$ cat config.mk
export PLATFORM = sky130hd
export DESIGN_NAME = thread_regfile
export DESIGN_NICKNAME = d
export VERILOG_FILES = /design/src/logic/phoenix_pkg.sv /design/src/logic/thread_regfile.sv
export SDC_FILE = /design/constraint.sdc
export NUM_CORES = 2
export LEC_CHECK = 0
export BUFFER_PORTS_ARGS = -buffer_cell sky130_fd_sc_hd__buf_2
export CAP_MARGIN = 20
export CORE_MARGIN = 2
export CORE_UTILIZATION = 54
export DETAILED_ROUTE_END_ITERATION = 8
export PLACE_DENSITY_LB_ADDON = 0.2
export SLEW_MARGIN = 15
export SYNTH_ARGS = -nofsm -noshare
export SYNTH_HDL_FRONTEND = slang
export SYNTH_SLANG_ARGS = --single-unit
$ cat constraint.sdc
create_clock -name clk_g -period 4.2 [get_ports clk_g]
set_input_delay 0.84 -clock clk_g [delete_from_list [all_inputs] [get_ports clk_g]]
set_output_delay 0.84 -clock clk_g [all_outputs]
set_load 0.1 [all_outputs]
$ cat src/logic/phoenix_pkg.sv
`default_nettype none

package phoenix_pkg;

	// ============================================================
	// Core dimensions
	// ============================================================

	// Default thread and lane counts, top level passes them down
	localparam int NTHREADS    = 4;
	localparam int NLANES      = 4;
	localparam int NREGS       = 16;
	// Thread n starts at n * THREAD_SPAN
	localparam int THREAD_SPAN = 256;
	localparam int INSN_BYTES  = 4;

	typedef logic [31:0] value_t;
	typedef value_t [NLANES-1:0] vec_value_t;
	typedef logic [NLANES-1:0] lane_mask_t;
	typedef logic [$clog2(NTHREADS)-1:0] thread_id_t;
	typedef logic [3:0] reg_addr_t;
	typedef logic [31:0] code_addr_t;

	// ============================================================
	// Instruction set
	// ============================================================

	typedef enum logic [3:0] {
		NOP  = 4'd0,
		ADD  = 4'd1,
		SUB  = 4'd2,
		AND  = 4'd3,
		OR   = 4'd4,
		XOR  = 4'd5,
		ADDI = 4'd6,
		JMP  = 4'd7,
		BEQ  = 4'd8
	} opcode_e;

	// Word layout, most significant field first
	typedef struct packed {
		logic [3:0]        opcode;
		reg_addr_t         rt;
		reg_addr_t         ra;
		reg_addr_t         rb;
		reg_addr_t         rm;
		logic              ta;
		logic              tb;
		logic              tt;
		logic              m;
		logic signed [7:0] imm;
	} insn_t;

	// Decoded form carried along with the slot
	typedef struct packed {
		opcode_e   opcode;
		logic      ta;
		logic      tb;
		logic      m;
		logic      tt;
		logic      wr;
		logic      is_jump;
		logic      is_branch;
		reg_addr_t rt;
		value_t    imm;
	} decode_t;

	// One in-flight instruction per thread
	typedef struct packed {
		logic       decoded;
		logic       out;
		logic       executed;
		code_addr_t ip;
		decode_t    dec;
		vec_value_t a;
		vec_value_t b;
		vec_value_t t;
		lane_mask_t mask;
		vec_value_t result;
		code_addr_t new_ip;
	} slot_t;

endpackage

`default_nettype wire

$ cat src/logic/thread_regfile.sv
`timescale 1ns/1ns
`default_nettype none

module thread_regfile import phoenix_pkg::*; #(
	parameter type entry_t = value_t,
	parameter int NTHREADS = phoenix_pkg::NTHREADS
) (
	input  logic       clk_g,
	input  logic       rst_i,
	input  logic       wr_i,
	input  thread_id_t wthread_i,
	input  reg_addr_t  waddr_i,
	input  entry_t     wdata_i,
	input  thread_id_t rthread_i,
	input  reg_addr_t  raddr0_i,
	input  reg_addr_t  raddr1_i,
	input  reg_addr_t  raddr2_i,
	output entry_t     rdata0_o,
	output entry_t     rdata1_o,
	output entry_t     rdata2_o
);

	localparam int DEPTH = NTHREADS * NREGS;

	// Thread id in the upper index bits
	entry_t mem_q [DEPTH];

	// Reads are asynchronous
	assign rdata0_o = mem_q[{rthread_i, raddr0_i}];
	assign rdata1_o = mem_q[{rthread_i, raddr1_i}];
	assign rdata2_o = mem_q[{rthread_i, raddr2_i}];

	// Single write port, driven at retirement
	always_ff @(posedge clk_g) begin
		if (rst_i) begin
			for (int n = 0; n < DEPTH; n++)
				mem_q[n] <= '0;
		end else if (wr_i) begin
			mem_q[{wthread_i, waddr_i}] <= wdata_i;
		end
	end

	// Writeback must present a real target
	a_waddr_known: assert property (@(posedge clk_g) disable iff (rst_i)
		wr_i |-> !$isunknown({wthread_i, waddr_i}));

endmodule

`default_nettype wire

==> metrics.txt <==
net load switching power 0.0171 W; row count 176; Post-synth top flop edfxtp_1; Post-synth ARST share 0%; CP max stage cell mux4_2; most common cell in the synthesized netlist and2_1; CTS sink count 2048; Slew Viols, Final 0; initial antenna violation count 47; chip height 486 µm; Hold EP mem_q[7][4]$_SDFFCE_PN0P_; CP required 3360 ps; top cells by count, synth and2_1, edfxtp_1, mux4_2, clkbuf_1, mux2i_1; final worst path period need 4370 ps; Yosys top cell area share 49.0%; Initial Util 54.4%; fill cell count 16035; core area 231000 µm²; DR vias/cell 7.48; Ports 151; clock group share of total power 35.3%; CTS buffer count 223; CP Class primary input to primary output; wire length per cell 44.6 µm; relative slew slack 14.9%; routing usage on met2 62.4%; Die Wd 486 µm; register area share after synthesis 49.0%; number of synthesized flops with an enable pin 2048; Max Root-Sink Buffers 3; Post-Syn Nets 7905; critical path cell sequence buf_16, buf_6, buf_12, buf_4, mux4_2, mux2i_1, a211oi_2, o22ai_4, buf_4, nor2_2, buf_12; GRT Residual Overflow 0; dominant cell type by area after synthesis edfxtp_1; Comb power frac 22.2%; slew of the pin with the lowest slew margin 1280 ps; Iter 0 DRT Violations 14630; final hold vios 0; status finished, violations left; Pleak 51.9 nW; Synth area leaders edfxtp_1, mux4_2, and2_1; final setup fails 43; placed cell count 11106; max FFs per register 2048; drt first pass iters 9; GR peak layer met2; FF+latch count, synth 2048; Fmax achieved 0.229 GHz; Post-DP HPWL 339 mm; Final Cycle Share 104%; Max stage delay on crit path 490 ps; CTS tree yes; crit path launch type primary input; sw frac 29.8%; Die ar. 236000 µm²; Total GRT Usage 44.0%; fin nets 8447; Max VDD drop 0.469 mV; Flop pwr share 42.5%; # H-tree levels 4; Root Driver clkbuf_16; hold crit path type primary input to register; CP Data Arrival Time 3530 ps; Layout Cells excl Fill 11643; vias 87142; drt total wl 520 mm; Layout area overhead 18.6%; hold depth 2; cell-internal power 0.0403 W; HP Start wdata_i[4]; Reg area 61500 µm²; I/O Buffers 150; final worst slack -166 ps; Power Dens Cells 386 nW/µm²; RD Place Congestion 1.06; post-route cell area 149000 µm²; post-route ant nets 0; failing checks setup timing; largest net degree at the start of global routing 65; Yosys warnings 0; Largest Register mem_q; placed cell areas 138000 µm²; critical path peak fanout 11; first-pass GRT wire length 705 mm; vias in the first global route 85779; Max Cap Viol 0; grt met1 use 53.3%; Regs by FF count mem_q: 2048 flops; multi-input logic area 61800 µm²; clk slew on worst S/H paths 60 ps; cell area after synthesis 126000 µm²; count of cell types in the netlist 47; RSZ-0062 raised after global routing true; Cells after Synth 7850; hold_buf cts 0; layout cells sized above 1 43.3%; met3 usage 17.9%; Residual DRC 0; syn_area_per_cell 16.0 µm²; kind of capture point of the worst setup path primary output
## cells by family after synthesis
family / after synthesis / share of synthesized area [%]
simple gates: 2402 / 11.6
mux: 2135 / 34.3
flops: 2048 / 49.0
buf+inv: 935 / 3.31
compound gates: 330 / 1.81
## repair_timing
item | in CTS | in global routing
hold endpoints to repair | 0 | 0
gates cloned | 9 | 13
pin swaps | 11 | 27
resized for setup | 209 | 193
setup buffers | 32 | 33
endpoints found under the setup margin | 83 | 81
## power by group through the flow
stage	clock network [W]	logic, W	registers [W]
2_1_floorplan	0	0.00668	0.0244
3_3_place_gp	0	0.0116	0.0247
3_5_place_dp	0	0.0117	0.0248
4_1_cts	0.0203	0.0120	0.0244
5_1_grt	0.0210	0.0127	0.0245
6_report	0.0203	0.0127	0.0244
## final cells by class
cell class	instances	share of cell area (%)
Multi-Input combinational cell	4867	41.5
Sequential cell	2048	41.3
Timing Repair Buffer	1249	9.56
Clock buffer	263	3.88
Tap cell	3026	2.54
Clock inverter	155	1.09
Antenna cell	32	0.0538
Inverter	3	0.0109
## critical path: cells and delay by family
kind	cells	cell delay, ps
mux	2	940
compound gates	2	660
simple gates	1	50
buf+inv	6	1000
## routing by layer
layer | up-vias | wire length [µm]
li1 | 32559 | -
met1 | 44564 | 161000
met2 | 8081 | 222000
met3 | 1918 | 85100
met4 | 20 | 51700
met5 | - | 462
## worst max path at each step
| stage | endpoint | start |
|---|---|---|
| finish | rdata1_o[13] | raddr1_i[0] |
| global route | rdata1_o[13] | raddr1_i[0] |
| CTS | rdata1_o[1] | raddr1_i[0] |
| detailed placement | rdata1_o[2] | raddr1_i[0] |
| global placement | rdata1_o[2] | raddr1_i[0] |
| floorplan | rdata2_o[19] | raddr2_i[1] |
## through the flow
stage / TNS, ps / hold slack [ps] / utilization, % / setup slack, ps / power (W)
floorplan: 0 / 1300 / - / 72.3 / 0.0311
detailed placement: -14080 / 1560 / 59.9 / -711 / 0.0364
CTS: -134 / 606 / 63.8 / -63.2 / 0.0567
finish: -2080 / 472 / 64.6 / -166 / 0.0574
global placement: -13940 / 1550 / 59.9 / -722 / 0.0363
global route: -797 / 476 / 64.5 / -141 / 0.0583
## cells in the final DEF (no fill, tap or decap), types with 9 or more instances in the layout
cell / n
nor2_4: 72
mux2i_2: 26
edfxtp_1: 2048
mux2i_4: 19
a221oi_1: 38
buf_12: 283
and2_1: 2059
a311oi_1: 9
or2_2: 66
diode_2: 32
buf_2: 41
nor4_4: 11
mux4_2: 1735
a21oi_2: 25
buf_6: 69
clkbuf_1: 38
clkinv_1: 38
mux2_2: 11
o22ai_2: 22
buf_16: 32
mux2i_1: 344
bufinv_16: 26
o221ai_2: 9
o221ai_1: 27
a21oi_1: 63
clkinv_2: 55
nand2_1: 47
buf_8: 13
clkinvlp_4: 19
nor2_2: 64
a221oi_2: 10
o22ai_1: 59
nor2_1: 26
buf_4: 787
clkbuf_16: 238
(Power assumes the default switching activity.)
