[src/logic/phoenix_pkg.sv]
`default_nettype none

package phoenix_pkg;

	// ============================================================
	// Core dimensions
	// ============================================================

	// Default thread and lane counts, top level passes them down
	localparam int NTHREADS    = 4;
	localparam int NLANES      = 4;
	localparam int NREGS       = 16;
	// Thread n starts at n * THREAD_SPAN
	localparam int THREAD_SPAN = 256;
	localparam int INSN_BYTES  = 4;

	typedef logic [31:0] value_t;
	typedef value_t [NLANES-1:0] vec_value_t;
	typedef logic [NLANES-1:0] lane_mask_t;
	typedef logic [$clog2(NTHREADS)-1:0] thread_id_t;
	typedef logic [3:0] reg_addr_t;
	typedef logic [31:0] code_addr_t;

	// ============================================================
	// Instruction set
	// ============================================================

	typedef enum logic [3:0] {
		NOP  = 4'd0,
		ADD  = 4'd1,
		SUB  = 4'd2,
		AND  = 4'd3,
		OR   = 4'd4,
		XOR  = 4'd5,
		ADDI = 4'd6,
		JMP  = 4'd7,
		BEQ  = 4'd8
	} opcode_e;

	// Word layout, most significant field first
	typedef struct packed {
		logic [3:0]        opcode;
		reg_addr_t         rt;
		reg_addr_t         ra;
		reg_addr_t         rb;
		reg_addr_t         rm;
		logic              ta;
		logic              tb;
		logic              tt;
		logic              m;
		logic signed [7:0] imm;
	} insn_t;

	// Decoded form carried along with the slot
	typedef struct packed {
		opcode_e   opcode;
		logic      ta;
		logic      tb;
		logic      m;
		logic      tt;
		logic      wr;
		logic      is_jump;
		logic      is_branch;
		reg_addr_t rt;
		value_t    imm;
	} decode_t;

	// One in-flight instruction per thread
	typedef struct packed {
		logic       decoded;
		logic       out;
		logic       executed;
		code_addr_t ip;
		decode_t    dec;
		vec_value_t a;
		vec_value_t b;
		vec_value_t t;
		lane_mask_t mask;
		vec_value_t result;
		code_addr_t new_ip;
	} slot_t;

endpackage

`default_nettype wire

[src/logic/insn_decoder.sv]
`timescale 1ns/1ns
`default_nettype none

module insn_decoder import phoenix_pkg::*; (
	input  logic       clk_g,
	input  logic       rst_i,
	input  logic       acc_valid_i,
	input  insn_t      acc_insn_i,
	input  code_addr_t acc_ip_i,
	input  thread_id_t acc_thread_i,
	output logic       dec_valid_o,
	output decode_t    dec_o,
	output code_addr_t dec_ip_o,
	output thread_id_t dec_thread_o,
	output reg_addr_t  rd_ra_o,
	output reg_addr_t  rd_rb_o,
	output reg_addr_t  rd_rt_o,
	output reg_addr_t  rd_rm_o
);

	insn_t insn_q;

	// Stage register
	always_ff @(posedge clk_g) begin
		if (rst_i)
			dec_valid_o <= 1'b0;
		else
			dec_valid_o <= acc_valid_i;
	end

	always_ff @(posedge clk_g) begin
		insn_q <= acc_insn_i;
		dec_ip_o <= acc_ip_i;
		dec_thread_o <= acc_thread_i;
	end

	// Register file addresses straight from the word
	assign rd_ra_o = insn_q.ra;
	assign rd_rb_o = insn_q.rb;
	assign rd_rt_o = insn_q.rt;
	assign rd_rm_o = insn_q.rm;

	// Opcode to flags, anything unknown becomes NOP
	always_comb begin
		dec_o = '0;
		dec_o.opcode = NOP;
		case (insn_q.opcode)
			ADD, SUB, AND, OR, XOR, ADDI: begin
				dec_o.opcode = opcode_e'(insn_q.opcode);
				dec_o.wr = 1'b1;
			end
			JMP: begin
				dec_o.opcode = JMP;
				dec_o.is_jump = 1'b1;
			end
			BEQ: begin
				dec_o.opcode = BEQ;
				dec_o.is_branch = 1'b1;
			end
			default: ;
		endcase
		dec_o.ta = insn_q.ta;
		dec_o.tb = insn_q.tb;
		// Vector target only for ops that write
		dec_o.tt = insn_q.tt & dec_o.wr;
		// Lane mask only means something on a vector target
		dec_o.m = insn_q.m & dec_o.tt;
		dec_o.rt = insn_q.rt;
		dec_o.imm = {{24{insn_q.imm[7]}}, insn_q.imm};
	end

endmodule

`default_nettype wire

[config.mk]
export PLATFORM = sky130hd
export DESIGN_NAME = insn_decoder
export DESIGN_NICKNAME = d
export VERILOG_FILES = /design/src/logic/phoenix_pkg.sv /design/src/logic/insn_decoder.sv
export SDC_FILE = /design/constraint.sdc
export NUM_CORES = 1
export LEC_CHECK = 0
export BUFFER_PORTS_ARGS = -buffer_cell sky130_fd_sc_hd__buf_2
export CORE_MARGIN = 10
export CORE_UTILIZATION = 33
export CTS_CLUSTER_DIAMETER = 100
export DETAILED_ROUTE_END_ITERATION = 16
export MAX_ROUTING_LAYER = met4
export PLACE_DENSITY = 0.73
export SLEW_MARGIN = 20
export SYNTH_ARGS = -nofsm -noshare
export SYNTH_HDL_FRONTEND = slang
export SYNTH_SLANG_ARGS = --single-unit
[constraint.sdc]
create_clock -name clk_g -period 0.9 [get_ports clk_g]
set_input_delay 0.135 -clock clk_g [delete_from_list [all_inputs] [get_ports clk_g]]
set_output_delay 0.135 -clock clk_g [all_outputs]
set_load 0.02 [all_outputs]
==> tab_implementation.tex <==
\begin{tabular}{lr}
\hline
Metric & Value \\
\hline
\multicolumn{2}{l}{\textbf{Run status}} \\
Status & finished with violations \\
Failing checks & setup timing \\
\multicolumn{2}{l}{\textbf{Worst setup path}} \\
Worst-path maximum fanout & 3 \\
Critical setup path kind & flip-flop to primary output \\
Endpoint type of the worst setup path & primary output \\
Arrival time of the worst setup path & 1280 ps \\
Largest stage delay on the critical path & 350 ps \\
Kind of launch point of the worst setup path & flip-flop \\
Critical-path top delay cell & sky130\_fd\_sc\_hd\_\_dfxtp\_2 \\
Required time at the endpoint of the critical path & 760 ps \\
Ordered cell list for the critical path & and3\_4 -> nor4b\_4 -> buf\_4 \\
\multicolumn{2}{l}{\textbf{Final layout}} \\
\# nets final & 403 \\
Number of cells in the finished layout apart from fillers & 412 \\
Signed area change from the synthesized netlist to the final layout & 125\% \\
Number of fill cells & 333 \\
Layout cells sized above 1 & 0.782 \\
Area of all placed cells without fillers & 4170 sq um \\
\multicolumn{2}{l}{\textbf{Timing}} \\
Minimum clock period after layout & roughly 1400 ps \\
Final setup viols & 92 \\
Fmax & 709 MHz \\
Actual transition at the worst max-transition pin & around 310 ps \\
Final clock period utilization by the worst path & 1.57 \\
Unrepaired setup endpoints after global routing & yes \\
Final WS setup & -511 ps \\
Number of max-slew violations in the final report & 0 \\
Tightest slew margin relative to the limit & 0.793 \\
Hold violation total from the final report & 0 \\
\multicolumn{2}{l}{\textbf{Logic synthesis}} \\
Synthesized netlist cell count & 134 \\
Yosys top cell by area & sky130\_fd\_sc\_hd\_\_dfxtp\_1 \\
Share of the synthesized area in the top cell type & 0.724 \\
Post-Synthesis Net Count & about 200 \\
Most frequent cell after synthesis & sky130\_fd\_sc\_hd\_\_dfxtp\_1 \\
Number of warnings issued by yosys & 0 \\
Synthesized cell area & 1850 sq um \\
Avg Inst Size Synth & 13.8 sq um \\
Total of flip-flops plus latches after synthesis & 67 \\
Sequential cell area fraction in the yosys report & 0.724 \\
Most numerous cell types in the synthesized netlist & sky130\_fd\_sc\_hd\_\_dfxtp\_1 (67), sky130\_fd\_sc\_hd\_\_buf\_4 (54), sky130\_fd\_sc\_hd\_\_nor2b\_1 (4) \\
Synth area leaders & sky130\_fd\_sc\_hd\_\_dfxtp\_1 (72\%), sky130\_fd\_sc\_hd\_\_buf\_4 (22\%), sky130\_fd\_sc\_hd\_\_nor2b\_1 (1.4\%) \\
Library cells used by synthesis & 11 \\
Number of synthesized flops with an enable pin & 0 \\
Primary FF master, synth & sky130\_fd\_sc\_hd\_\_dfxtp\_1 \\
Share of flip-flops with an asynchronous set or reset after synthesis & 0 \\
\multicolumn{2}{l}{\textbf{Drt}} \\
Vias & about 1,600 \\
Detailed-route DRC error count & 0 \\
Detailed-routing iteration count for the pre-antenna-repair pass & 4 \\
Final Routed Wirelength & slightly below 8000 microns \\
Post-detailed-route wirelength per cell & around 19 microns \\
Number of design-rule violations left by the first detailed-router iteration & 21 \\
Number of nets with antenna violations after detailed routing & 0 \\
Via/cell ratio & approximately 4.0 \\
\multicolumn{2}{l}{\textbf{Placement}} \\
HPWL after DPL & 4420 microns \\
Placed cells & 322 \\
Input/output buffers & about 170 \\
GPL Wtd Cong & 0.727 \\
Placed instance area & 2480 sq um \\
\multicolumn{2}{l}{\textbf{Power and ir drop}} \\
Cell area power density & 1720 nW/um\^{}2 \\
Leak & 1.95 nW \\
Peak ir drop on the vdd network & roughly 1.7 mV \\
Pwr Total & 7.15 mW \\
\multicolumn{2}{l}{\textbf{Worst hold path}} \\
Hold worst-path end & rd\_rm\_o[1] \\
Hold Startpoint & acc\_insn\_i[13] \\
Worst hold path class & input pin to flip-flop \\
Worst hold stages & 2 \\
\multicolumn{2}{l}{\textbf{Clock tree}} \\
CTS clk-pin slew, worst paths & 80 ps \\
CTS tree & built \\
Number of buffers created by CTS & 9 \\
Htree depth & 3 \\
Clock root cell & sky130\_fd\_sc\_hd\_\_clkbuf\_8 \\
Deepest clock path buffer count & 2 \\
Num Clock Sinks & 67 \\
\multicolumn{2}{l}{\textbf{Die}} \\
Chip width & $\sim$95 microns \\
Initial Utilization & 0.339 \\
Height of the die & 94.9 microns \\
Total Die Area & 9010 sq um \\
Area of the core & 5470 sq um \\
Std cell rows & 27 \\
Top Ports & 167 \\
\multicolumn{2}{l}{\textbf{Job}} \\
Max Cap Viol & 0 \\
\multicolumn{2}{l}{\textbf{Global routing}} \\
First-pass GRT wire length & 11,200 microns \\
Global-route usage over all layers & 0.175 \\
Number of global-route vias before repair & 2,026 \\
Total global routing overflow & 0 \\
Largest net degree at the start of global routing & 14 \\
Initial antenna violation count & 1 \\
\hline
\end{tabular}
## critical path, delay by kind of cell (launching register included)
kind                   cells  cell delay, ps
AND/OR/NAND/NOR            2             420
flip-flops                 1             350
buffers and inverters      1             180
## registers in the layout, indices dropped and copies added, names as in the netlist
| signal | cells |
|---|---|
| dec_ip_o | 32 |
| rd_ra_o | 4 |
| rd_rb_o | 4 |
| rd_rt_o | 4 |
| rd_rm_o | 4 |
| dec_thread_o | 2 |
| insn_q | 6 |
| dec_o | 10 |
| dec_valid_o | 1 |
## cell usage in the layout (no fill, tap or decap), drive strengths merged
cell type / n
diode: 1
dlygate4sd3: 68
clkbuf: 11
clkinvlp: 1
buf: 174
dfxtp: 67
nand2: 1
clkinv: 2
and3: 2
nor4: 1
inv: 2
nor2b: 4
bufinv: 1
nor4b: 3
nor3: 2
## final cells by class
class / count / area (sq um) / area share
Antenna cell: 1 / 2.50 / 0.000600
Clock buffer: 10 / 128 / 0.0306
Clock inverter: 6 / 72.6 / 0.0174
Multi-Input combinational cell: 13 / 181 / 0.0435
Sequential cell: 67 / 1430 / 0.343
Tap cell: 72 / 90.1 / 0.0216
Timing Repair Buffer: 243 / 2260 / 0.543
## worst max-delay path by stage
stage / startpoint / endpoint / slack (ps) / cells after the start
floorplan: insn_q[30] / dec_o[39] / -130 / 2
global placement: insn_q[29] / dec_o[39] / -220 / 3
detailed placement: insn_q[29] / dec_o[39] / -250 / 3
CTS: insn_q[29] / dec_o[36] / -530 / 3
global route: insn_q[28] / dec_o[39] / -580 / 3
finish: insn_q[30] / dec_o[39] / -510 / 3
## power breakdown
group          switching (mW)  internal, mW
logic                   0.564         0.802
registers               0.111          3.15
clock network            1.22          1.31
total                    1.89          5.26
## kinds of logic after synthesis
logic type,count (synthesis),share of synthesized area
DFF,67,0.724
and+or+nand+nor,13,0.0574
buffers and inverters,54,0.219
## per-stage QoR
stage / hold WS [ps] / worst slack [ps] / utilization / TNS (ps)
2_1_floorplan: 163 / -130 / - / -440
3_3_place_gp: 237 / -222 / 0.453 / -934
3_5_place_dp: 239 / -254 / 0.453 / -1070
4_1_cts: 411 / -531 / 0.736 / -12670
5_1_grt: 419 / -578 / 0.762 / -15550
6_report: 433 / -511 / 0.762 / -11410
## metal layers
| metal | GRT usage | vias up | share of wire |
|---|---|---|---|
| met1 | 0.152 | 751 | 0.32 |
| met5 | - | - | 0 |
| met4 | 0.0686 | 0 | 0.014 |
| met3 | 0.0944 | 8 | 0.12 |
| met2 | 0.311 | 111 | 0.54 |
| li1 | - | 769 | - |
## repair_timing
item,4_1_cts,5_1_grt
setup buffers,2,2
hold buffers,68,0
pin swaps,0,1
endpoints found under the hold margin,67,0
gates cloned,1,1
resized for setup,237,30
endpoints found under the setup margin,98,98
Note: power is estimated with default switching activity, not from simulation.
