`config.mk`:
```
export PLATFORM = sky130hd
export DESIGN_NAME = lane_alu
export DESIGN_NICKNAME = d
export VERILOG_FILES = /design/src/logic/phoenix_pkg.sv /design/src/logic/lane_alu.sv
export SDC_FILE = /design/constraint.sdc
export NUM_CORES = 1
export LEC_CHECK = 0
export BUFFER_PORTS_ARGS = -buffer_cell sky130_fd_sc_hd__buf_4
export CORE_AREA = 2 2 309 311
export DETAILED_ROUTE_END_ITERATION = 10
export DIE_AREA = 0 0 311 313
export GPL_TIMING_DRIVEN = 1
export PLACE_DENSITY_LB_ADDON = 0.25
export SYNTH_ARGS = -nofsm -noshare
export SYNTH_HDL_FRONTEND = slang
export SYNTH_SLANG_ARGS = --single-unit
```
`constraint.sdc`:
```
create_clock -name vclk -period 11.6
set_clock_uncertainty 0.15 [all_clocks]
set_input_delay 2.9 -clock vclk [all_inputs]
set_output_delay 2.9 -clock vclk [all_outputs]
set_load 0.03 [all_outputs]
```
`src/logic/phoenix_pkg.sv`:
```
`default_nettype none

package phoenix_pkg;

	// ============================================================
	// Core dimensions
	// ============================================================

	// Default thread and lane counts, top level passes them down
	localparam int NTHREADS    = 4;
	localparam int NLANES      = 4;
	localparam int NREGS       = 16;
	// Thread n starts at n * THREAD_SPAN
	localparam int THREAD_SPAN = 256;
	localparam int INSN_BYTES  = 4;

	typedef logic [31:0] value_t;
	typedef value_t [NLANES-1:0] vec_value_t;
	typedef logic [NLANES-1:0] lane_mask_t;
	typedef logic [$clog2(NTHREADS)-1:0] thread_id_t;
	typedef logic [3:0] reg_addr_t;
	typedef logic [31:0] code_addr_t;

	// ============================================================
	// Instruction set
	// ============================================================

	typedef enum logic [3:0] {
		NOP  = 4'd0,
		ADD  = 4'd1,
		SUB  = 4'd2,
		AND  = 4'd3,
		OR   = 4'd4,
		XOR  = 4'd5,
		ADDI = 4'd6,
		JMP  = 4'd7,
		BEQ  = 4'd8
	} opcode_e;

	// Word layout, most significant field first
	typedef struct packed {
		logic [3:0]        opcode;
		reg_addr_t         rt;
		reg_addr_t         ra;
		reg_addr_t         rb;
		reg_addr_t         rm;
		logic              ta;
		logic              tb;
		logic              tt;
		logic              m;
		logic signed [7:0] imm;
	} insn_t;

	// Decoded form carried along with the slot
	typedef struct packed {
		opcode_e   opcode;
		logic      ta;
		logic      tb;
		logic      m;
		logic      tt;
		logic      wr;
		logic      is_jump;
		logic      is_branch;
		reg_addr_t rt;
		value_t    imm;
	} decode_t;

	// One in-flight instruction per thread
	typedef struct packed {
		logic       decoded;
		logic       out;
		logic       executed;
		code_addr_t ip;
		decode_t    dec;
		vec_value_t a;
		vec_value_t b;
		vec_value_t t;
		lane_mask_t mask;
		vec_value_t result;
		code_addr_t new_ip;
	} slot_t;

endpackage

`default_nettype wire

```
`src/logic/lane_alu.sv`:
```
`timescale 1ns/1ns
`default_nettype none

module lane_alu import phoenix_pkg::*; #(
	parameter int NLANES = phoenix_pkg::NLANES
) (
	input  slot_t      slot_i,
	output vec_value_t result_o,
	output code_addr_t next_ip_o
);

	code_addr_t base_ip;
	code_addr_t seq_ip;
	code_addr_t offset;

	// ============================================================
	// Lane-wise ALU
	// ============================================================
	always_comb begin
		for (int l = 0; l < NLANES; l++) begin
			case (slot_i.dec.opcode)
				ADD:     result_o[l] = slot_i.a[l] + slot_i.b[l];
				SUB:     result_o[l] = slot_i.a[l] - slot_i.b[l];
				AND:     result_o[l] = slot_i.a[l] & slot_i.b[l];
				OR:      result_o[l] = slot_i.a[l] | slot_i.b[l];
				XOR:     result_o[l] = slot_i.a[l] ^ slot_i.b[l];
				ADDI:    result_o[l] = slot_i.a[l] + slot_i.dec.imm;
				// Jumps, branches and NOP produce no data
				default: result_o[l] = '0;
			endcase
		end
	end

	// ============================================================
	// Next instruction pointer
	// ============================================================

	// Thread base is the ip rounded down to its region
	assign base_ip = slot_i.ip & ~code_addr_t'(THREAD_SPAN - 1);
	assign seq_ip = slot_i.ip + code_addr_t'(INSN_BYTES);
	// Immediate counts instructions, not bytes
	assign offset = slot_i.dec.imm << 2;

	always_comb begin
		if (slot_i.dec.is_jump) begin
			// Absolute within the thread region
			next_ip_o = base_ip + offset;
		end else if (slot_i.dec.is_branch) begin
			// Compare lane 0 only
			if (slot_i.a[0] == slot_i.b[0])
				next_ip_o = slot_i.ip + offset;
			else
				next_ip_o = seq_ip;
		end else begin
			next_ip_o = seq_ip;
		end
	end

endmodule

`default_nettype wire

```
==> impl_metrics.py, run 1 <==
metrics = {
    "worst_setup_path": {
        "slowest_delay_ns": 0.51,
        "path_delay_family": "compound AO/OA/AOI/OAI gates",
        "crit_slowest_cell": "or4_4",
        "crit_fanout": 7,
        "cp_num_cells": 23,
        "timing.critical_path.cells": "buf_4 > inv_1 > ha_1 > nand3_2 > or4_4 > or4_4 > nand3b_4 > nor3_1 > mux2i_1 > a21oi_1 > ha_1 > a21oi_1 > o21ai_0 > nor3_1 > a21oi_1 > buf_4 > a41oi_2 > o2111ai_1 > a21oi_1 > o21a_1 > xor2_1 > o21ai_0 > buf_4",
        "crit_type": "primary input to output pin",
        "cp_data_required_time_ns": 8.55,
        "worstPathArrival_ns": 8.22,
        "worstSetupEndpoint": "result_o[93]",
        "start_kind": "primary input",
        "crit_start": "slot_i[356]",
        "critPathCaptureType": "output pin",
        "path_buf_inv": 4,
        "path_common_cell": "a21oi_1",
    },
    "synthesis": {
        "synth_top_family_by_area": "compound AO/OA/AOI/OAI gates",
        "synth_area_sq_um": 21000,
        "yosysMostFrequentCell": "ha_1",
        "syn_inst": 3094,
        "synth_top_area_cell": "ha_1",
        "synthSimpleGateAreaFrac_pct": 18.2,
        "synthAdderAreaFrac_pct": 28.3,
        "yosys_warnings": 0,
        "synth_top_area_share_pct": 27.6,
        "synth_nets": 4193,
        "avgSynthCellArea_sq_um": 6.77,
        "synthTopCellsByArea": "ha_1, a21oi_1, inv_1, o21ai_0, o221ai_1",
        "synth-xor-area-share_pct": 6.73,
        "synth-seq-area-share_pct": 0,
        "ys_top_cells_by_count": "ha_1, inv_1, a21oi_1",
        "synth_compound_area_share_pct": 36.8,
        "synth_mux_area_share_pct": 1.07,
        "yosysUniqueCellTypes": 81,
    },
    "routing": {
        "first_pass_iters": 5,
        "ant_nets": 0,
        "vias": 25500,
        "drtIter0Drc": 1853,
        "drc": 0,
        "wirelength_mm": 115,
        "vias_per_cell": 5.36,
        "wl_per_cell_um": 24.2,
    },
    "global_route": {
        "grt_pass1_vias": 24000,
        "top_usage_layer": "met2",
        "antenna_found_initial": 28,
        "use_met2_pct": 36.5,
        "grt_usage_pct": 22.3,
        "overflow": 0,
        "use_met1_pct": 31.5,
        "grt_start_max_net_pins": 90,
        "grtUsageMet3_pct": 3.43,
        "grt_pass1_wl_mm": 164,
    },
    "sta": {
        "finalCriticalPeriod_ns": 11.27,
        "setup_viol": 0,
        "slew_headroom_pct": 30.0,
        "rsz0062_at_grt": "no",
        "tightest_slew_ns": 1.05,
        "fin_crit_sh_pct": 97.2,
        "timing.final.hold_violations": 0,
        "slew_violations": 0,
        "tns_ns": 0,
        "fmax_mhz": 88.7,
    },
    "placement": {
        "portBuffers": 486,
        "place.gp.congestion": 0.898,
        "dpl.hpwl_mm": 92.0,
    },
    "power": {
        "leakage_nw": 12.3,
        "vdd_drop_max_mv": 0.0302,
        "powerDensity_nw_per_um2": 52.9,
    },
    "floorplanning": {
        "initial_utilization_pct": 22.2,
        "die_y_um": 313,
        "die_area_sq_um": 97300,
        "die_x_um": 311,
        "core_sq_um": 94200,
        "fp-row-count": 113,
        "ios": 790,
    },
    "final_layout": {
        "regArea_sq_um": 0,
        "nFlopsAndLatches": 0,
        "nets": 4582,
        "multiInputGateArea_sq_um": 19100,
        "drive_gt1_share_pct": 17.1,
        "num-clock-buffers": 0,
        "final_core_util_pct": 27.8,
        "syn_to_final_growth_pct": 24.9,
        "nFillCells": 10600,
    },
    "run_status": {
        "outcome": "finished, final reports clean",
    },
    "flow_run": {
        "max-cap-violations": 0,
    },
    "clocking": {
        "hold_buffers": 0,
    },
    "worst_hold_path": {
        "hp-class": "primary input to output pin",
    },
}
how the worst min path moves through the flow:
stage	startpoint	end	slack [ns]	depth (start not counted)
6_report	slot_i[595]	next_ip_o[0]	6.00	3
5_1_grt	slot_i[595]	next_ip_o[0]	6.03	3
4_1_cts	slot_i[596]	next_ip_o[1]	6.00	3
3_5_place_dp	slot_i[596]	next_ip_o[1]	6.00	3
3_3_place_gp	slot_i[596]	next_ip_o[1]	6.00	3
2_1_floorplan	slot_i[595]	next_ip_o[0]	5.86	1
cells by family after synthesis:
group	Yosys count
AO/OA/AOI/OAI	1170
multiplexers	22
XOR/XNOR	161
AND/OR/NAND/NOR	773
adder cells (fa/ha/maj)	469
buffers and inverters	499
placed cells by master (no fill, tap or decap), drive strengths merged, types with 15 or more instances in the layout:
| cell | instances |
|---|---|
| and3 | 24 |
| o22ai | 56 |
| nor3 | 79 |
| xor2 | 84 |
| inv | 340 |
| a22oi | 86 |
| nor2b | 24 |
| o31ai | 28 |
| or3 | 26 |
| a221oi | 46 |
| mux2i | 19 |
| nand4 | 36 |
| nor2 | 218 |
| nand2b | 30 |
| o221ai | 97 |
| a31oi | 40 |
| xnor2 | 77 |
| a211oi | 26 |
| o21ai | 253 |
| or4 | 15 |
| a21o | 77 |
| nand3 | 68 |
| nand2 | 191 |
| o211ai | 26 |
| o21bai | 30 |
| nor4 | 23 |
| a21oi | 278 |
| buf | 545 |
| ha | 462 |
| o311ai | 15 |
| o21a | 19 |
area by class of cell:
cell class	instances	area share (%)
Antenna cell	12	0.115
Multi-Input combinational cell	2595	73.1
Timing Repair Buffer	545	15.9
Inverter	341	4.89
Tap cell	1265	6.05
metrics by stage:
stage | hold WS, ns | std cells | setup WS, ns | area [sq um] | power, mW
floorplan | 5.86 | 3094 | 0.997 | 21000 | 0.836
finish | 6.00 | 4758 | 0.329 | 26200 | 1.38
global route | 6.03 | 4749 | 0.0477 | 26100 | 1.51
global placement | 6.00 | 4746 | 0.466 | 26100 | 1.37
detailed placement | 6.00 | 4746 | 0.359 | 26100 | 1.38
CTS | 6.00 | 4746 | 0.346 | 26100 | 1.38
repair_timing:
action | CTS | global route
setup endpoints to repair | 0 | 1
resized for setup | 0 | 1
setup buffers | 0 | 0
layer usage:
metal / part of all wire, % / wire (um)
met2: 44 / 51100
met3: 6.6 / 7540
met5: 0.12 / 133
met4: 1.4 / 1630
met1: 47 / 54600
power by group:
group | leakage [nW] | total (mW) | switching [mW] | internal (mW)
registers | 0 | 0 | 0 | 0
logic | 12.3 | 1.38 | 0.858 | 0.527
clock network | 0.0000789 | 0.0000000679 | 0 | 0.0000000678
(Power assumes the default switching activity.)
==> run 2, diff against run 1 <==
==> constraint.sdc (replaced) <==
create_clock -name vclk -period 11.6
set_clock_uncertainty 0.15 [all_clocks]
set_input_delay 0.58 -clock vclk [all_inputs]
set_output_delay 0.58 -clock vclk [all_outputs]
set_load 0.03 [all_outputs]
==> run 2 against run 1 <==
Effect of this change:
- critical path depth is 5 lower
- highest routed layer unchanged
- sequential share of layout area stayed put
- flip-flop and latch count stayed put
- fmax is 52% higher
- cell count is 0.80% lower
- non-clock buffer count is 37 lower
- critical path type unchanged
- largest cell class unchanged
- via count is 0.62% lower
- count of clock-buffer cells in the layout stayed put
- first-iteration DRC count is 4.1% higher
- total power is 1.2% lower
==> impl_metrics.py, run 2 (synthesis results as in run 1) <==
metrics = {
    "routing": {
        "wl_per_cell_um": 24.2,
        "first_pass_iters": 5,
        "vias": 25400,
        "ant_nets": 0,
        "drc": 0,
        "wirelength_mm": 114,
        "drtIter0Drc": 1929,
        "vias_per_cell": 5.37,
    },
    "sta": {
        "hold_slack_ns": 1.36,
        "fin_crit_sh_pct": 63.9,
        "timing.final.hold_violations": 0,
        "finalCriticalPeriod_ns": 7.41,
        "fmax_mhz": 135,
        "finalWorstSetupSlack_ns": 4.19,
        "slew_violations": 0,
        "tns_ns": 0,
        "slew_headroom_pct": 28.3,
        "tightest_slew_ns": 1.08,
        "rsz0062_at_grt": "no",
        "setup_viol": 0,
    },
    "clocking": {
        "cts_setup_buffers": 0,
        "hold_buffers": 0,
        "cts.repair.resized": 0,
    },
    "placement": {
        "place.gp.congestion": 0.892,
        "place_ws_ns": 4.20,
        "portBuffers": 486,
        "dpl.hpwl_mm": 90.0,
    },
    "power": {
        "clockPowerShare_pct": 0,
        "pwr-share-comb_pct": 100.0,
        "p_switching_mw": 0.854,
        "powerDensity_nw_per_um2": 53.0,
        "seqPwrFrac_pct": 0,
        "leakage_nw": 12.1,
        "p_int_mw": 0.513,
        "vdd_drop_max_mv": 0.0343,
        "switching_share_pct": 62.5,
    },
    "floorplanning": {
        "ios": 790,
        "initial_utilization_pct": 22.2,
        "core_sq_um": 94200,
        "die_y_um": 313,
        "fp-row-count": 113,
        "die_x_um": 311,
        "die_area_sq_um": 97300,
    },
    "worst_hold_path": {
        "hp-class": "primary input to output pin",
        "hold-path-cell-count": 3,
    },
    "worst_setup_path": {
        "crit_type": "primary input to output pin",
        "cp_data_required_time_ns": 10.87,
        "slowest_delay_ns": 0.84,
        "critPathCaptureType": "output pin",
        "start_kind": "primary input",
        "crit_fanout": 33,
        "crit_slowest_cell": "o41ai_2",
        "path_common_cell": "buf_4",
        "worstPathArrival_ns": 6.68,
        "timing.critical_path.cells": "buf_4 > nand2b_1 > nor2_4 > buf_4 > buf_4 > o21ai_0 > ha_1 > nor2b_1 > o31ai_1 > a21oi_1 > o21ai_0 > a31oi_1 > o41ai_2 > nor3_1 > a2111oi_0 > xor2_1 > o21ai_0 > buf_4",
    },
    "final_layout": {
        "nFlopsAndLatches": 0,
        "final_common_cell": "buf_4",
        "drive_gt1_share_pct": 16.2,
        "nets": 4545,
        "syn_to_final_growth_pct": 23.3,
        "num-clock-buffers": 0,
        "regArea_sq_um": 0,
        "final_cell_mix": "buf_4, ha_1, inv_1, a21oi_1, o21ai_0",
    },
    "global_route": {
        "antenna_found_initial": 40,
        "grt_start_max_net_pins": 68,
        "grt_pass1_vias": 24100,
        "grt_pass1_wl_mm": 163,
        "overflow": 0,
        "grt_usage_pct": 22.2,
    },
    "run_status": {
        "outcome": "finished, final reports clean",
    },
    "flow_run": {
        "max-cap-violations": 0,
    },
}
run 2: worst max-delay path, delay by kind of cell:
| family | cells | cell delay, ns |
|---|---|---|
| adder cells (fa/ha/maj) | 1 | 0.37 |
| XOR/XNOR | 1 | 0.16 |
| AO/OA/AOI/OAI | 8 | 2.83 |
| AND/OR/NAND/NOR | 4 | 0.95 |
| buffers and inverters | 4 | 1.69 |
run 2: power groups by stage:
stage / clock (mW) / sequential [mW] / combinational [mW]
finish: 0.0000000862 / 0 / 1.37
global route: 0.0000000694 / 0 / 1.49
CTS: 0 / 0 / 1.36
detailed placement: 0 / 0 / 1.36
global placement: 0 / 0 / 1.35
floorplan: 0 / 0 / 0.836
run 2: worst paths after layout:
kind,start,slack [ns],end
hold / removal,slot_i[596],1.36,next_ip_o[1]
setup / recovery,slot_i[593],4.19,result_o[30]
run 2: metal layers:
layer / global-route usage (%) / vias up / routed length (um)
met5: 0 / - / 227
met4: 4.28 / 36 / 2480
met3: 4.15 / 112 / 8130
met2: 36.3 / 831 / 50800
met1: 30.4 / 12200 / 52600
li1: - / 12200 / -
run 2: final cells by class:
cell class	instances	area, sq um
Multi-Input combinational cell	2595	19100
Inverter	341	1280
Fill cell	10600	68300
Tap cell	1265	1580
Antenna cell	11	27.5
Timing Repair Buffer	508	3810
run 2: metrics by stage:
| stage | cells | total power [mW] | utilization [%] | instance area [sq um] |
|---|---|---|---|---|
| 3_5_place_dp | 4709 | 1.36 | 27.4 | 25800 |
| 3_3_place_gp | 4709 | 1.35 | 27.4 | 25800 |
| 6_report | 4720 | 1.37 | 27.4 | 25800 |
| 5_1_grt | 4715 | 1.49 | 27.4 | 25800 |
| 2_1_floorplan | 3094 | 0.836 | - | 21000 |
| 4_1_cts | 4709 | 1.36 | 27.4 | 25800 |
