### config.mk
export PLATFORM = sky130hd
export DESIGN_NAME = thread_fetch
export DESIGN_NICKNAME = d
export VERILOG_FILES = /design/src/logic/phoenix_pkg.sv /design/src/logic/thread_fetch.sv
export SDC_FILE = /design/constraint.sdc
export NUM_CORES = 1
export LEC_CHECK = 0
export ABC_AREA = 1
export BUFFER_PORTS_ARGS = -buffer_cell sky130_fd_sc_hd__buf_4
export CORE_MARGIN = 4
export CORE_UTILIZATION = 58
export DETAILED_ROUTE_END_ITERATION = 12
export GPL_TIMING_DRIVEN = 0
export PLACE_DENSITY = 0.84
export REMOVE_ABC_BUFFERS = 1
export SYNTH_ARGS = -nofsm -noshare
export SYNTH_HDL_FRONTEND = slang
export SYNTH_SLANG_ARGS = --single-unit
### constraint.sdc
create_clock -name clk_g -period 4.5 [get_ports clk_g]
set_clock_uncertainty 0.05 [all_clocks]
set_input_delay 0.225 -clock clk_g [delete_from_list [all_inputs] [get_ports clk_g]]
set_output_delay 0.225 -clock clk_g [all_outputs]
set_load 0.02 [all_outputs]
### src/logic/phoenix_pkg.sv
`default_nettype none

package phoenix_pkg;

	// ============================================================
	// Core dimensions
	// ============================================================

	// Default thread and lane counts, top level passes them down
	localparam int NTHREADS    = 4;
	localparam int NLANES      = 4;
	localparam int NREGS       = 16;
	// Thread n starts at n * THREAD_SPAN
	localparam int THREAD_SPAN = 256;
	localparam int INSN_BYTES  = 4;

	typedef logic [31:0] value_t;
	typedef value_t [NLANES-1:0] vec_value_t;
	typedef logic [NLANES-1:0] lane_mask_t;
	typedef logic [$clog2(NTHREADS)-1:0] thread_id_t;
	typedef logic [3:0] reg_addr_t;
	typedef logic [31:0] code_addr_t;

	// ============================================================
	// Instruction set
	// ============================================================

	typedef enum logic [3:0] {
		NOP  = 4'd0,
		ADD  = 4'd1,
		SUB  = 4'd2,
		AND  = 4'd3,
		OR   = 4'd4,
		XOR  = 4'd5,
		ADDI = 4'd6,
		JMP  = 4'd7,
		BEQ  = 4'd8
	} opcode_e;

	// Word layout, most significant field first
	typedef struct packed {
		logic [3:0]        opcode;
		reg_addr_t         rt;
		reg_addr_t         ra;
		reg_addr_t         rb;
		reg_addr_t         rm;
		logic              ta;
		logic              tb;
		logic              tt;
		logic              m;
		logic signed [7:0] imm;
	} insn_t;

	// Decoded form carried along with the slot
	typedef struct packed {
		opcode_e   opcode;
		logic      ta;
		logic      tb;
		logic      m;
		logic      tt;
		logic      wr;
		logic      is_jump;
		logic      is_branch;
		reg_addr_t rt;
		value_t    imm;
	} decode_t;

	// One in-flight instruction per thread
	typedef struct packed {
		logic       decoded;
		logic       out;
		logic       executed;
		code_addr_t ip;
		decode_t    dec;
		vec_value_t a;
		vec_value_t b;
		vec_value_t t;
		lane_mask_t mask;
		vec_value_t result;
		code_addr_t new_ip;
	} slot_t;

endpackage

`default_nettype wire

### src/logic/thread_fetch.sv
`timescale 1ns/1ns
`default_nettype none

module thread_fetch import phoenix_pkg::*; #(
	parameter int NTHREADS = phoenix_pkg::NTHREADS
) (
	input  logic       clk_g,
	input  logic       rst_i,
	input  insn_t      insn_i,
	input  logic       insn_valid_i,
	input  logic       redirect_valid_i,
	input  thread_id_t redirect_thread_i,
	input  code_addr_t redirect_ip_i,
	input  logic       release_valid_i,
	input  thread_id_t release_thread_i,
	output code_addr_t fetch_ip_o,
	output thread_id_t fetch_thread_o,
	output logic       acc_valid_o,
	output insn_t      acc_insn_o,
	output code_addr_t acc_ip_o,
	output thread_id_t acc_thread_o
);

	// Per-thread instruction pointers and in-flight flags
	code_addr_t ip_q [NTHREADS];
	logic [NTHREADS-1:0] busy_q;
	thread_id_t rr_q;
	logic fetch_live_q;

	// Copy of last cycle's request, lines up with the returned word
	logic req_valid_q;
	code_addr_t req_ip_q;
	thread_id_t req_thread_q;

	// Take the word only if it is still the thread's next one
	assign acc_valid_o = req_valid_q && insn_valid_i && !busy_q[req_thread_q]
		&& (req_ip_q == ip_q[req_thread_q]);
	assign acc_insn_o = insn_i;
	assign acc_ip_o = req_ip_q;
	assign acc_thread_o = req_thread_q;

	// ============================================================
	// Round-robin request and thread state
	// ============================================================
	always_ff @(posedge clk_g) begin
		if (rst_i) begin
			rr_q <= '0;
			fetch_live_q <= 1'b0;
			req_valid_q <= 1'b0;
			busy_q <= '0;
			fetch_ip_o <= '0;
			fetch_thread_o <= '0;
			for (int n = 0; n < NTHREADS; n++)
				ip_q[n] <= code_addr_t'(n * THREAD_SPAN);
		end else begin
			// One request per cycle, thread order 0, 1, 2, ...
			fetch_live_q <= 1'b1;
			fetch_thread_o <= rr_q;
			fetch_ip_o <= ip_q[rr_q];
			rr_q <= (rr_q == thread_id_t'(NTHREADS - 1)) ? '0 : rr_q + 1'b1;
			req_valid_q <= fetch_live_q;
			// Accepted word, step past it and lock the thread
			if (acc_valid_o) begin
				ip_q[req_thread_q] <= req_ip_q + code_addr_t'(INSN_BYTES);
				busy_q[req_thread_q] <= 1'b1;
			end
			// Taken jump or branch from execute
			if (redirect_valid_i)
				ip_q[redirect_thread_i] <= redirect_ip_i;
			// Retired, thread may fetch again
			if (release_valid_i)
				busy_q[release_thread_i] <= 1'b0;
		end
	end

	always_ff @(posedge clk_g) begin
		req_ip_q <= fetch_ip_o;
		req_thread_q <= fetch_thread_o;
	end

	// Accepted thread stays locked on the next cycle
	a_accept_locks: assert property (@(posedge clk_g) disable iff (rst_i)
		acc_valid_o |=> busy_q[$past(acc_thread_o)]);

endmodule

`default_nettype wire

==> summary.md, run 1 <==
| Metric | Value |
|---|---|
| Post-Syn Area per Cell | `7.07 µm²` |
| Post-Syn Area | `11400 µm²` |
| Area contributors post-synth | `edfxtp_1 34%, nand2_1 21%, dfxtp_1 13%` |
| DR top layer | `met5` |
| Post-DP HPWL | `24.5 mm` |
| Initial antenna violation count | `2` |
| Max-cap violations | `0` |
| CTS tree | `yes` |
| Worst reg-to-reg setup slack | `approximately 0.12 ns` |
| DRT iter0 DRCs | `approximately 1500` |
| Tcrit/Tclk final | `0.973` |
| First-pass GRT wire length | `56.9 mm` |
| Fin Setup TNS | `0 ns` |
| Area Overhead vs Synth | `18.8%` |
| GRT Util Overall | `0.332` |
| R2R Path End | `ip_q[0][6]$_DFFE_PP_` |
| Post-synth EDFFs | `128` |
| Clock Latency Late Sink | `around 0.52 ns` |
| Top-count cell post-synth | `nand2_1` |
| Critical path fanouts, max | `34` |
| Final Instance Count excl. Fillers | `1999` |
| FMAX | `228 MHz` |
| Area leader, netlist | `edfxtp_1` |
| Hold Vio Cnt, Final | `0` |
| Placer Congestion | `0.996` |
| Hold crit path type | `in2reg` |
| Vias in the first global route | `10822` |
| DRC violations left | `0` |
| Worst reg2reg startpoint | `acc_thread_o[1]$_DFF_P_` |
| FF+latch count, synth | `204` |
| Core area | `19400 µm²` |
| Relative slew slack | `0.181` |
| Overall Power | `0.00511 W` |
| Rows | `about 50` |
| Arrival time at the worst endpoint | `4.48 ns` |
| Clock transition at path regs | `0.07 ns` |
| Area after DPL | `~12000 µm²` |
| Top cells by count, synth | `631 x nand2_1, 192 x nor2_1, 135 x inv_1, 128 x edfxtp_1, 96 x a21oi_1` |
| DP Cell Count | `1904` |
| Die X | `148 µm` |
| Largest net degree at the start of global routing | `64` |
| Routed vias | `11533` |
| Clock Path Buffers | `3` |
| Synth Instances | `1618` |
| CTS buffer count | `22` |
| Crit path launch type | `register` |
| Worst-Margin Slew | `between 1 and 1.5 ns` |
| Yosys top cell area share | `0.336` |
| Warnings from Yosys | `0` |
| Hold Path Stages | `4` |
| Distinct cells, synth | `30` |
| Root Driver | `clkbuf_16` |
| Die footprint | `22000 µm²` |
| I/O Buffers | `109` |
| Peak VDD IR | `about 0.44 mV` |
| Fill cells | `1582` |
| Nets | `1792` |
| Async SR Flop Fraction | `0` |
| Required time of the critical path | `roughly 4.6 ns` |
| Main synth FF type | `edfxtp_1` |
| Boundary Pins | `174` |
| Status | `finished, final reports clean` |
| CTS sink count | `~200` |
| Slew Limit Fails | `0` |
| H-tree depth | `1` |
| Remaining antenna violation count | `0` |
| Met3 wire length | `5.02 mm` |
| Fin area | `around 14000 µm²` |
| Hold Path Origin | `redirect_thread_i[0]` |
| Layout cells sized above 1 | `0.123` |
| Setup Viol. Count Final | `0` |
| Critical Path Sink Type | `register` |
| Wire length per cell | `19.5 µm` |
| Met1 WL | `13.7 mm` |
| Drt first pass iters | `11` |
| Sequential share of the synthesized area | `0.469` |
| Initial Utilization | `0.590` |
| CP Class | `reg2reg` |
| Vert. Die Dim | `148 µm` |
| FF-to-FF path depth | `13` |
| Routed met2 length | `18.0 mm` |
| Routed WL | `around 40 mm` |
| Hold Path End | `ip_q[2][31]$_DFFE_PP_` |
| GR Overflow Total | `0` |
| Via/cell ratio | `5.77` |
| Post-route minimum period | `4.38 ns` |
| LEAKAGE | `6.43 nW` |
| P per Cell Area | `376 nW/µm²` |
critical path, stage by stage (launching register included):
cell      delay [ns]
dfxtp_4         0.70
inv_2           0.40
nand2_2         0.44
o21bai_1        0.13
nor2_1          0.22
nand2_1         0.14
nor2_1          0.12
nand2_1         0.06
nor2_1          0.25
nand2_1         0.11
nor2_2          0.30
nand3_1         0.25
inv_1           0.27
or2_2           0.56
layout make-up:
class                           instances  area (µm²)  area share
Inverter                              152         572      0.0421
Clock buffer                           30         612      0.0450
Multi-Input combinational cell       1161        4990       0.368
Timing Repair Buffer                  176        1620       0.119
Antenna cell                            1        2.50    0.000184
Sequential cell                       204        5380       0.396
Tap cell                              265         332      0.0244
Clock inverter                         10        80.1     0.00590
how the worst max path moves through the flow:
| stage | startpoint | to | slack (ns) |
|---|---|---|---|
| 2_1_floorplan | acc_thread_o[0]$_DFF_P_ | ip_q[3][0]$_DFFE_PP_ | -0.57 |
| 5_1_grt | acc_thread_o[0]$_DFF_P_ | ip_q[0][9]$_DFFE_PP_ | -0.01 |
| 6_report | acc_thread_o[1]$_DFF_P_ | ip_q[0][6]$_DFFE_PP_ | 0.12 |
| 3_5_place_dp | rst_i | ip_q[3][1]$_DFFE_PP_ | -0.57 |
| 4_1_cts | acc_thread_o[0]$_DFF_P_ | ip_q[1][13]$_DFFE_PP_ | 0.11 |
| 3_3_place_gp | acc_thread_o[0]$_DFF_P_ | ip_q[3][1]$_DFFE_PP_ | -3.47 |
through the flow:
stage | util | hold slack, ns | setup WS [ns]
finish | 0.700 | 0.109 | 0.122
CTS | 0.689 | 0.100 | 0.114
global route | 0.700 | 0.134 | -0.0119
global placement | 0.618 | 0.284 | -3.47
detailed placement | 0.634 | 0.284 | -0.572
floorplan | - | 0.244 | -0.568
what timing repair did:
item,CTS,global route
endpoints found under the hold margin,95,0
gates resized for setup,3,6
pin swaps,1,8
hold buffers,37,0
endpoints found under the setup margin,56,202
cloned,1,3
buffers inserted,0,13
layout by cell type (no fill, tap or decap), drive strengths merged:
cell | synthesis | final
nand2 | 634 | 634
nor2 | 198 | 201
inv | 151 | 151
buf | 60 | 139
edfxtp | 128 | 128
a21oi | 96 | 96
nand3 | 93 | 93
dfxtp | 76 | 76
o21ai | 73 | 73
dlygate4sd3 | 0 | 37
clkbuf | 45 | 30
xor2 | 12 | 12
nor3 | 12 | 12
nor4 | 11 | 11
o211ai | 11 | 11
nand4 | 8 | 8
clkinv | 1 | 7
clkinvlp | 0 | 3
or2 | 2 | 3
ha | 2 | 2
diode | 0 | 1
nor3b | 1 | 1
o21a | 1 | 1
nand3b | 1 | 1
o21bai | 1 | 1
or3 | 1 | 1
bufinv | 0 | 1
state kept, by name, indices dropped and copies added (netlist names):
name	count
rr_q	2
req_valid_q	1
acc_thread_o	2
fetch_ip_o	32
fetch_thread_o	2
busy_q	4
acc_ip_o	32
ip_q	128
fetch_live_q	1
per-layer routing:
metal | global-route usage | vias to the layer above
li1 | - | 5329
met1 | 0.417 | 5129
met2 | 0.541 | 860
met3 | 0.0746 | 213
met4 | 0.168 | 2
met5 | 0 | -
cell families after synthesis:
family / after synthesis / share of synthesized area
flops: 204 / 0.469
buf+inv: 257 / 0.103
fa+ha+maj: 2 / 0.00219
simple gates: 961 / 0.334
xor+xnor: 12 / 0.00919
compound gates: 182 / 0.0825
where the power goes:
part,leakage (nW),switching (W),internal [W]
Combinational,4.23,0.000642,0.000360
Sequential,1.87,0.000184,0.00216
Clock,0.331,0.000750,0.00101
Total,6.43,0.00158,0.00353
(Power assumes the default switching activity.)
==> run 2: changes to the inputs <==
--- a/config.mk
+++ b/config.mk
@@ -5,10 +5,8 @@
 export SDC_FILE = /design/constraint.sdc
 export NUM_CORES = 1
 export LEC_CHECK = 0
-export ABC_AREA = 1
 export BUFFER_PORTS_ARGS = -buffer_cell sky130_fd_sc_hd__buf_4
-export CORE_MARGIN = 4
-export CORE_UTILIZATION = 58
+export CORE_UTILIZATION = 57
 export DETAILED_ROUTE_END_ITERATION = 12
 export GPL_TIMING_DRIVEN = 0
 export PLACE_DENSITY = 0.84
==> run 2 against run 1 <==
- combinational power decreased by 5%
- critical path depth decreased by 5
- synthesized cell count decreased by 40%
- highest routed layer is now met4
- fmax increased by 1.3%
- flip-flop and latch count unchanged
- the flow now finishes with violations (DRC)
- clock-buffer cell count increased by 4
- final area decreased by 5.8%
- register-to-register slack improved by 0.06 ns
- global-route usage increased by 1.8 points
- critical path type unchanged
- first-iteration DRC count decreased by 10%
- largest cell class unchanged
==> summary.md, run 2 <==
| Metric | Value |
|---|---|
| Drt first pass iters | `9` |
| Layout cells sized above 1 | `0.236` |
| Initial antenna violation count | `0` |
| Most numerous cell on the critical path | `nand4_1` |
| Hold crit path type | `in2reg` |
| Max reg flops | `128` |
| Crit path launch type | `register` |
| Post-Syn Area | `10600 µm²` |
| Fin Setup TNS | `0 ns` |
| CTS sink count | `204` |
| H-tree depth | `1` |
| Fill cells | `1171` |
| Crit-path slowest cell | `dfxtp_4` |
| Post-DP HPWL | `between 20 and 25 mm` |
| CTS buffer count | `22` |
| RSZ-0062 raised after global routing | `false` |
| FMAX | `231 MHz` |
| Wire length per cell | `between 20 and 30 µm` |
| XOR/XNOR Fraction of Synth Area | `0.0489` |
| Core area | `18100 µm²` |
| Failing checks | `DRC` |
| FF-to-FF path depth | `8` |
| Most frequent cells in the layout | `234 x nand2_1, 128 x edfxtp_1, 116 x buf_4, 87 x o21ai_0, 72 x dfxtp_1` |
| Peak VDD IR | `0.291 mV` |
| Top-count cell post-synth | `nand2_1` |
| Flop pwr share | `0.454` |
| Area Overhead vs Synth | `21.1%` |
| Nets | `approximately 1200` |
| Tcrit/Tclk final | `0.960` |
| Clock Latency Late Sink | `0.51 ns` |
| Synth Instances | `around 980` |
| CP cell instances | `mux4_2 > xnor2_1 > nand4_1 > nor4b_1 > nand4_1 > buf_8 > nand2_2 > buf_16` |
| Adder-cell share of the synthesized area | `0.00237` |
| Largest family of logic cells by synthesized area | `simple AND/OR/NAND/NOR gates` |
| Boundary Pins | `174` |
| Area taken by multi-input logic gates | `4710 µm²` |
| Hold Path Stages | `3` |
| Clock transition at path regs | `0.06 ns` |
| Clock power frac | `0.361` |
| Compound-gate portion of the synthesized area | `0.0793` |
| R2R Path End | `ip_q[0][22]$_DFFE_PP_` |
| Die X | `138 µm` |
| CTS tree | `yes` |
| Worst-Margin Slew | `1.21 ns` |
| Fin area | `12800 µm²` |
| Status | `finished with violations` |
| I/O Buffers | `around 110` |
| Warnings from Yosys | `0` |
| Setup Viol. Count Final | `0` |
| Async SR Flop Fraction | `0` |
| Max-cap violations | `0` |
| P per Cell Area | `between 400 and 500 nW/µm²` |
| Post-route minimum period | `between 4 and 5 ns` |
| Routed vias | `9043` |
| Post-synth EDFFs | `128` |
| P_int | `0.00370 W` |
| Max incr delay on CP | `0.77 ns` |
| Switching share of power | `0.281` |
| Yosys top cell area share | `0.364` |
| Relative slew slack | `0.191` |
| Die footprint | `19100 µm²` |
| DRT iter0 DRCs | `1376` |
| Rows | `49` |
| Required time of the critical path | `around 4.7 ns` |
| Largest net degree at the start of global routing | `39` |
| Routed WL | `33.3 mm` |
| Worst reg2reg startpoint | `acc_thread_o[0]$_DFF_P_` |
| Psw | `about 0.0014 W` |
| Sequential share of the synthesized area | `0.508` |
| Root Driver | `clkbuf_16` |
| Largest reg by FF count | `ip_q` |
| Hold Path End | `busy_q[2]$_SDFF_PP0_` |
| Main synth FF type | `edfxtp_1` |
| FF+latch count, synth | `~200` |
| Worst reg-to-reg setup slack | `0.18 ns` |
| Simple-gate share of the synthesized area | `0.167` |
| Area leader, netlist | `edfxtp_1` |
| Clock Path Buffers | `3` |
| Post-Syn Area per Cell | `~11 µm²` |
| GR Overflow Total | `0` |
| Top cells by count, synth | `237 x nand2_1, 128 x edfxtp_1, 87 x o21ai_0, 76 x dfxtp_1, 62 x mux4_2` |
| Vias in the first global route | `a little under 9000` |
| DRC violations left | `10` |
| N_diodes | `0` |
| Area after DPL | `roughly 12000 µm²` |
| Remaining antenna violation count | `0` |
| Distinct cells, synth | `45` |
| LEAKAGE | `4.43 nW` |
| Via/cell ratio | `6.84` |
| Hold Vio Cnt, Final | `0` |
| CP Class | `reg2reg` |
| Arrival time at the worst endpoint | `4.48 ns` |
| Critical path fanouts, max | `26` |
| Hold Path Origin | `release_thread_i[1]` |
| Placer Congestion | `between 0.8 and 0.9` |
| FF/Latch Area | `5370 µm²` |
| Initial Utilization | `0.584` |
| Leading cell type in the layout, fill and taps excluded | `nand2_1` |
| Logic pwr share | `0.185` |
| Area contributors post-synth | `edfxtp_1 36%, dfxtp_1 14%, mux4_2 13%` |
| Mux share of post-synthesis cell area | `0.143` |
| Slew Limit Fails | `0` |
| GRT Util Overall | `0.350` |
| Critical Path Sink Type | `register` |
| First-pass GRT wire length | `approximately 50 mm` |
| Vert. Die Dim | `138 µm` |
[run 2: worst max path at each step]
| stage | startpoint | endpoint | slack (ns) |
|---|---|---|---|
| 6_report | acc_thread_o[0]$_DFF_P_ | ip_q[0][22]$_DFFE_PP_ | 0.18 |
| 5_1_grt | acc_thread_o[0]$_DFF_P_ | ip_q[0][9]$_DFFE_PP_ | 0.13 |
| 4_1_cts | acc_thread_o[0]$_DFF_P_ | ip_q[3][15]$_DFFE_PP_ | 0.10 |
| 3_5_place_dp | acc_thread_o[0]$_DFF_P_ | ip_q[1][28]$_DFFE_PP_ | -0.22 |
| 3_3_place_gp | rst_i | ip_q[0][27]$_DFFE_PP_ | -5.41 |
| 2_1_floorplan | acc_thread_o[0]$_DFF_P_ | ip_q[3][0]$_DFFE_PP_ | -1.37 |
[run 2: timing repair]
item / 4_1_cts / 5_1_grt
setup buffers: 3 / 6
cloned: 0 / 0
setup endpoints to repair: 103 / 40
endpoints found under the hold margin: 100 / 0
resized for setup: 0 / 0
hold buffers: 33 / 0
pin swaps: 2 / 3
[run 2: layout make-up]
| type | instances | area share |
|---|---|---|
| multi-input cells | 665 | 0.368 |
| clock inverters | 6 | 0.00489 |
| clock buffers | 34 | 0.0531 |
| inverters | 10 | 0.00293 |
| repair buffers | 175 | 0.129 |
| well taps | 229 | 0.0224 |
| flip-flops and latches | 204 | 0.420 |
[run 2: stage by stage]
step,setup slack [ns],cells,util,hold WS [ns],power (W)
floorplan,-1.37,879,-,0.247,0.00285
global placement,-5.41,1217,0.617,0.285,0.00319
detailed placement,-0.219,1241,0.643,0.283,0.00324
CTS,0.102,1317,0.705,0.0366,0.00510
global route,0.130,1323,0.708,0.0312,0.00527
finish,0.179,1323,0.708,0.0394,0.00514
[run 2: logic make-up after synthesis]
family                   after synthesis
flip-flops                           204
multiplexers                          73
buffers and inverters                108
AO/OA/AOI/OAI                        144
AND/OR/NAND/NOR                      387
adder cells (fa/ha/maj)                2
XOR/XNOR                              59
[run 2: critical path: cells and delay by family, from the launching register on]
kind | cells | cell delay [ns]
buf+inv | 2 | 0.50
flops | 1 | 0.77
simple gates | 4 | 1.66
xor+xnor | 1 | 0.41
mux | 1 | 0.60
[run 2: routing by layer]
layer  GRT usage  up-vias  routed length, µm
met3       0.107      200               4910
met1       0.431     4220              11100
met4       0.201        0               1800
met2       0.551      911              15500
met5      0.0125        -                  0
li1            -     3712                  -
[run 2: power by group through the flow]
stage | clock network, W | logic [W] | registers, W
2_1_floorplan | 0 | 0.000429 | 0.00242
3_3_place_gp | 0 | 0.000800 | 0.00239
3_5_place_dp | 0 | 0.000871 | 0.00237
4_1_cts | 0.00185 | 0.000918 | 0.00233
5_1_grt | 0.00193 | 0.000989 | 0.00235
6_report | 0.00186 | 0.000949 | 0.00234
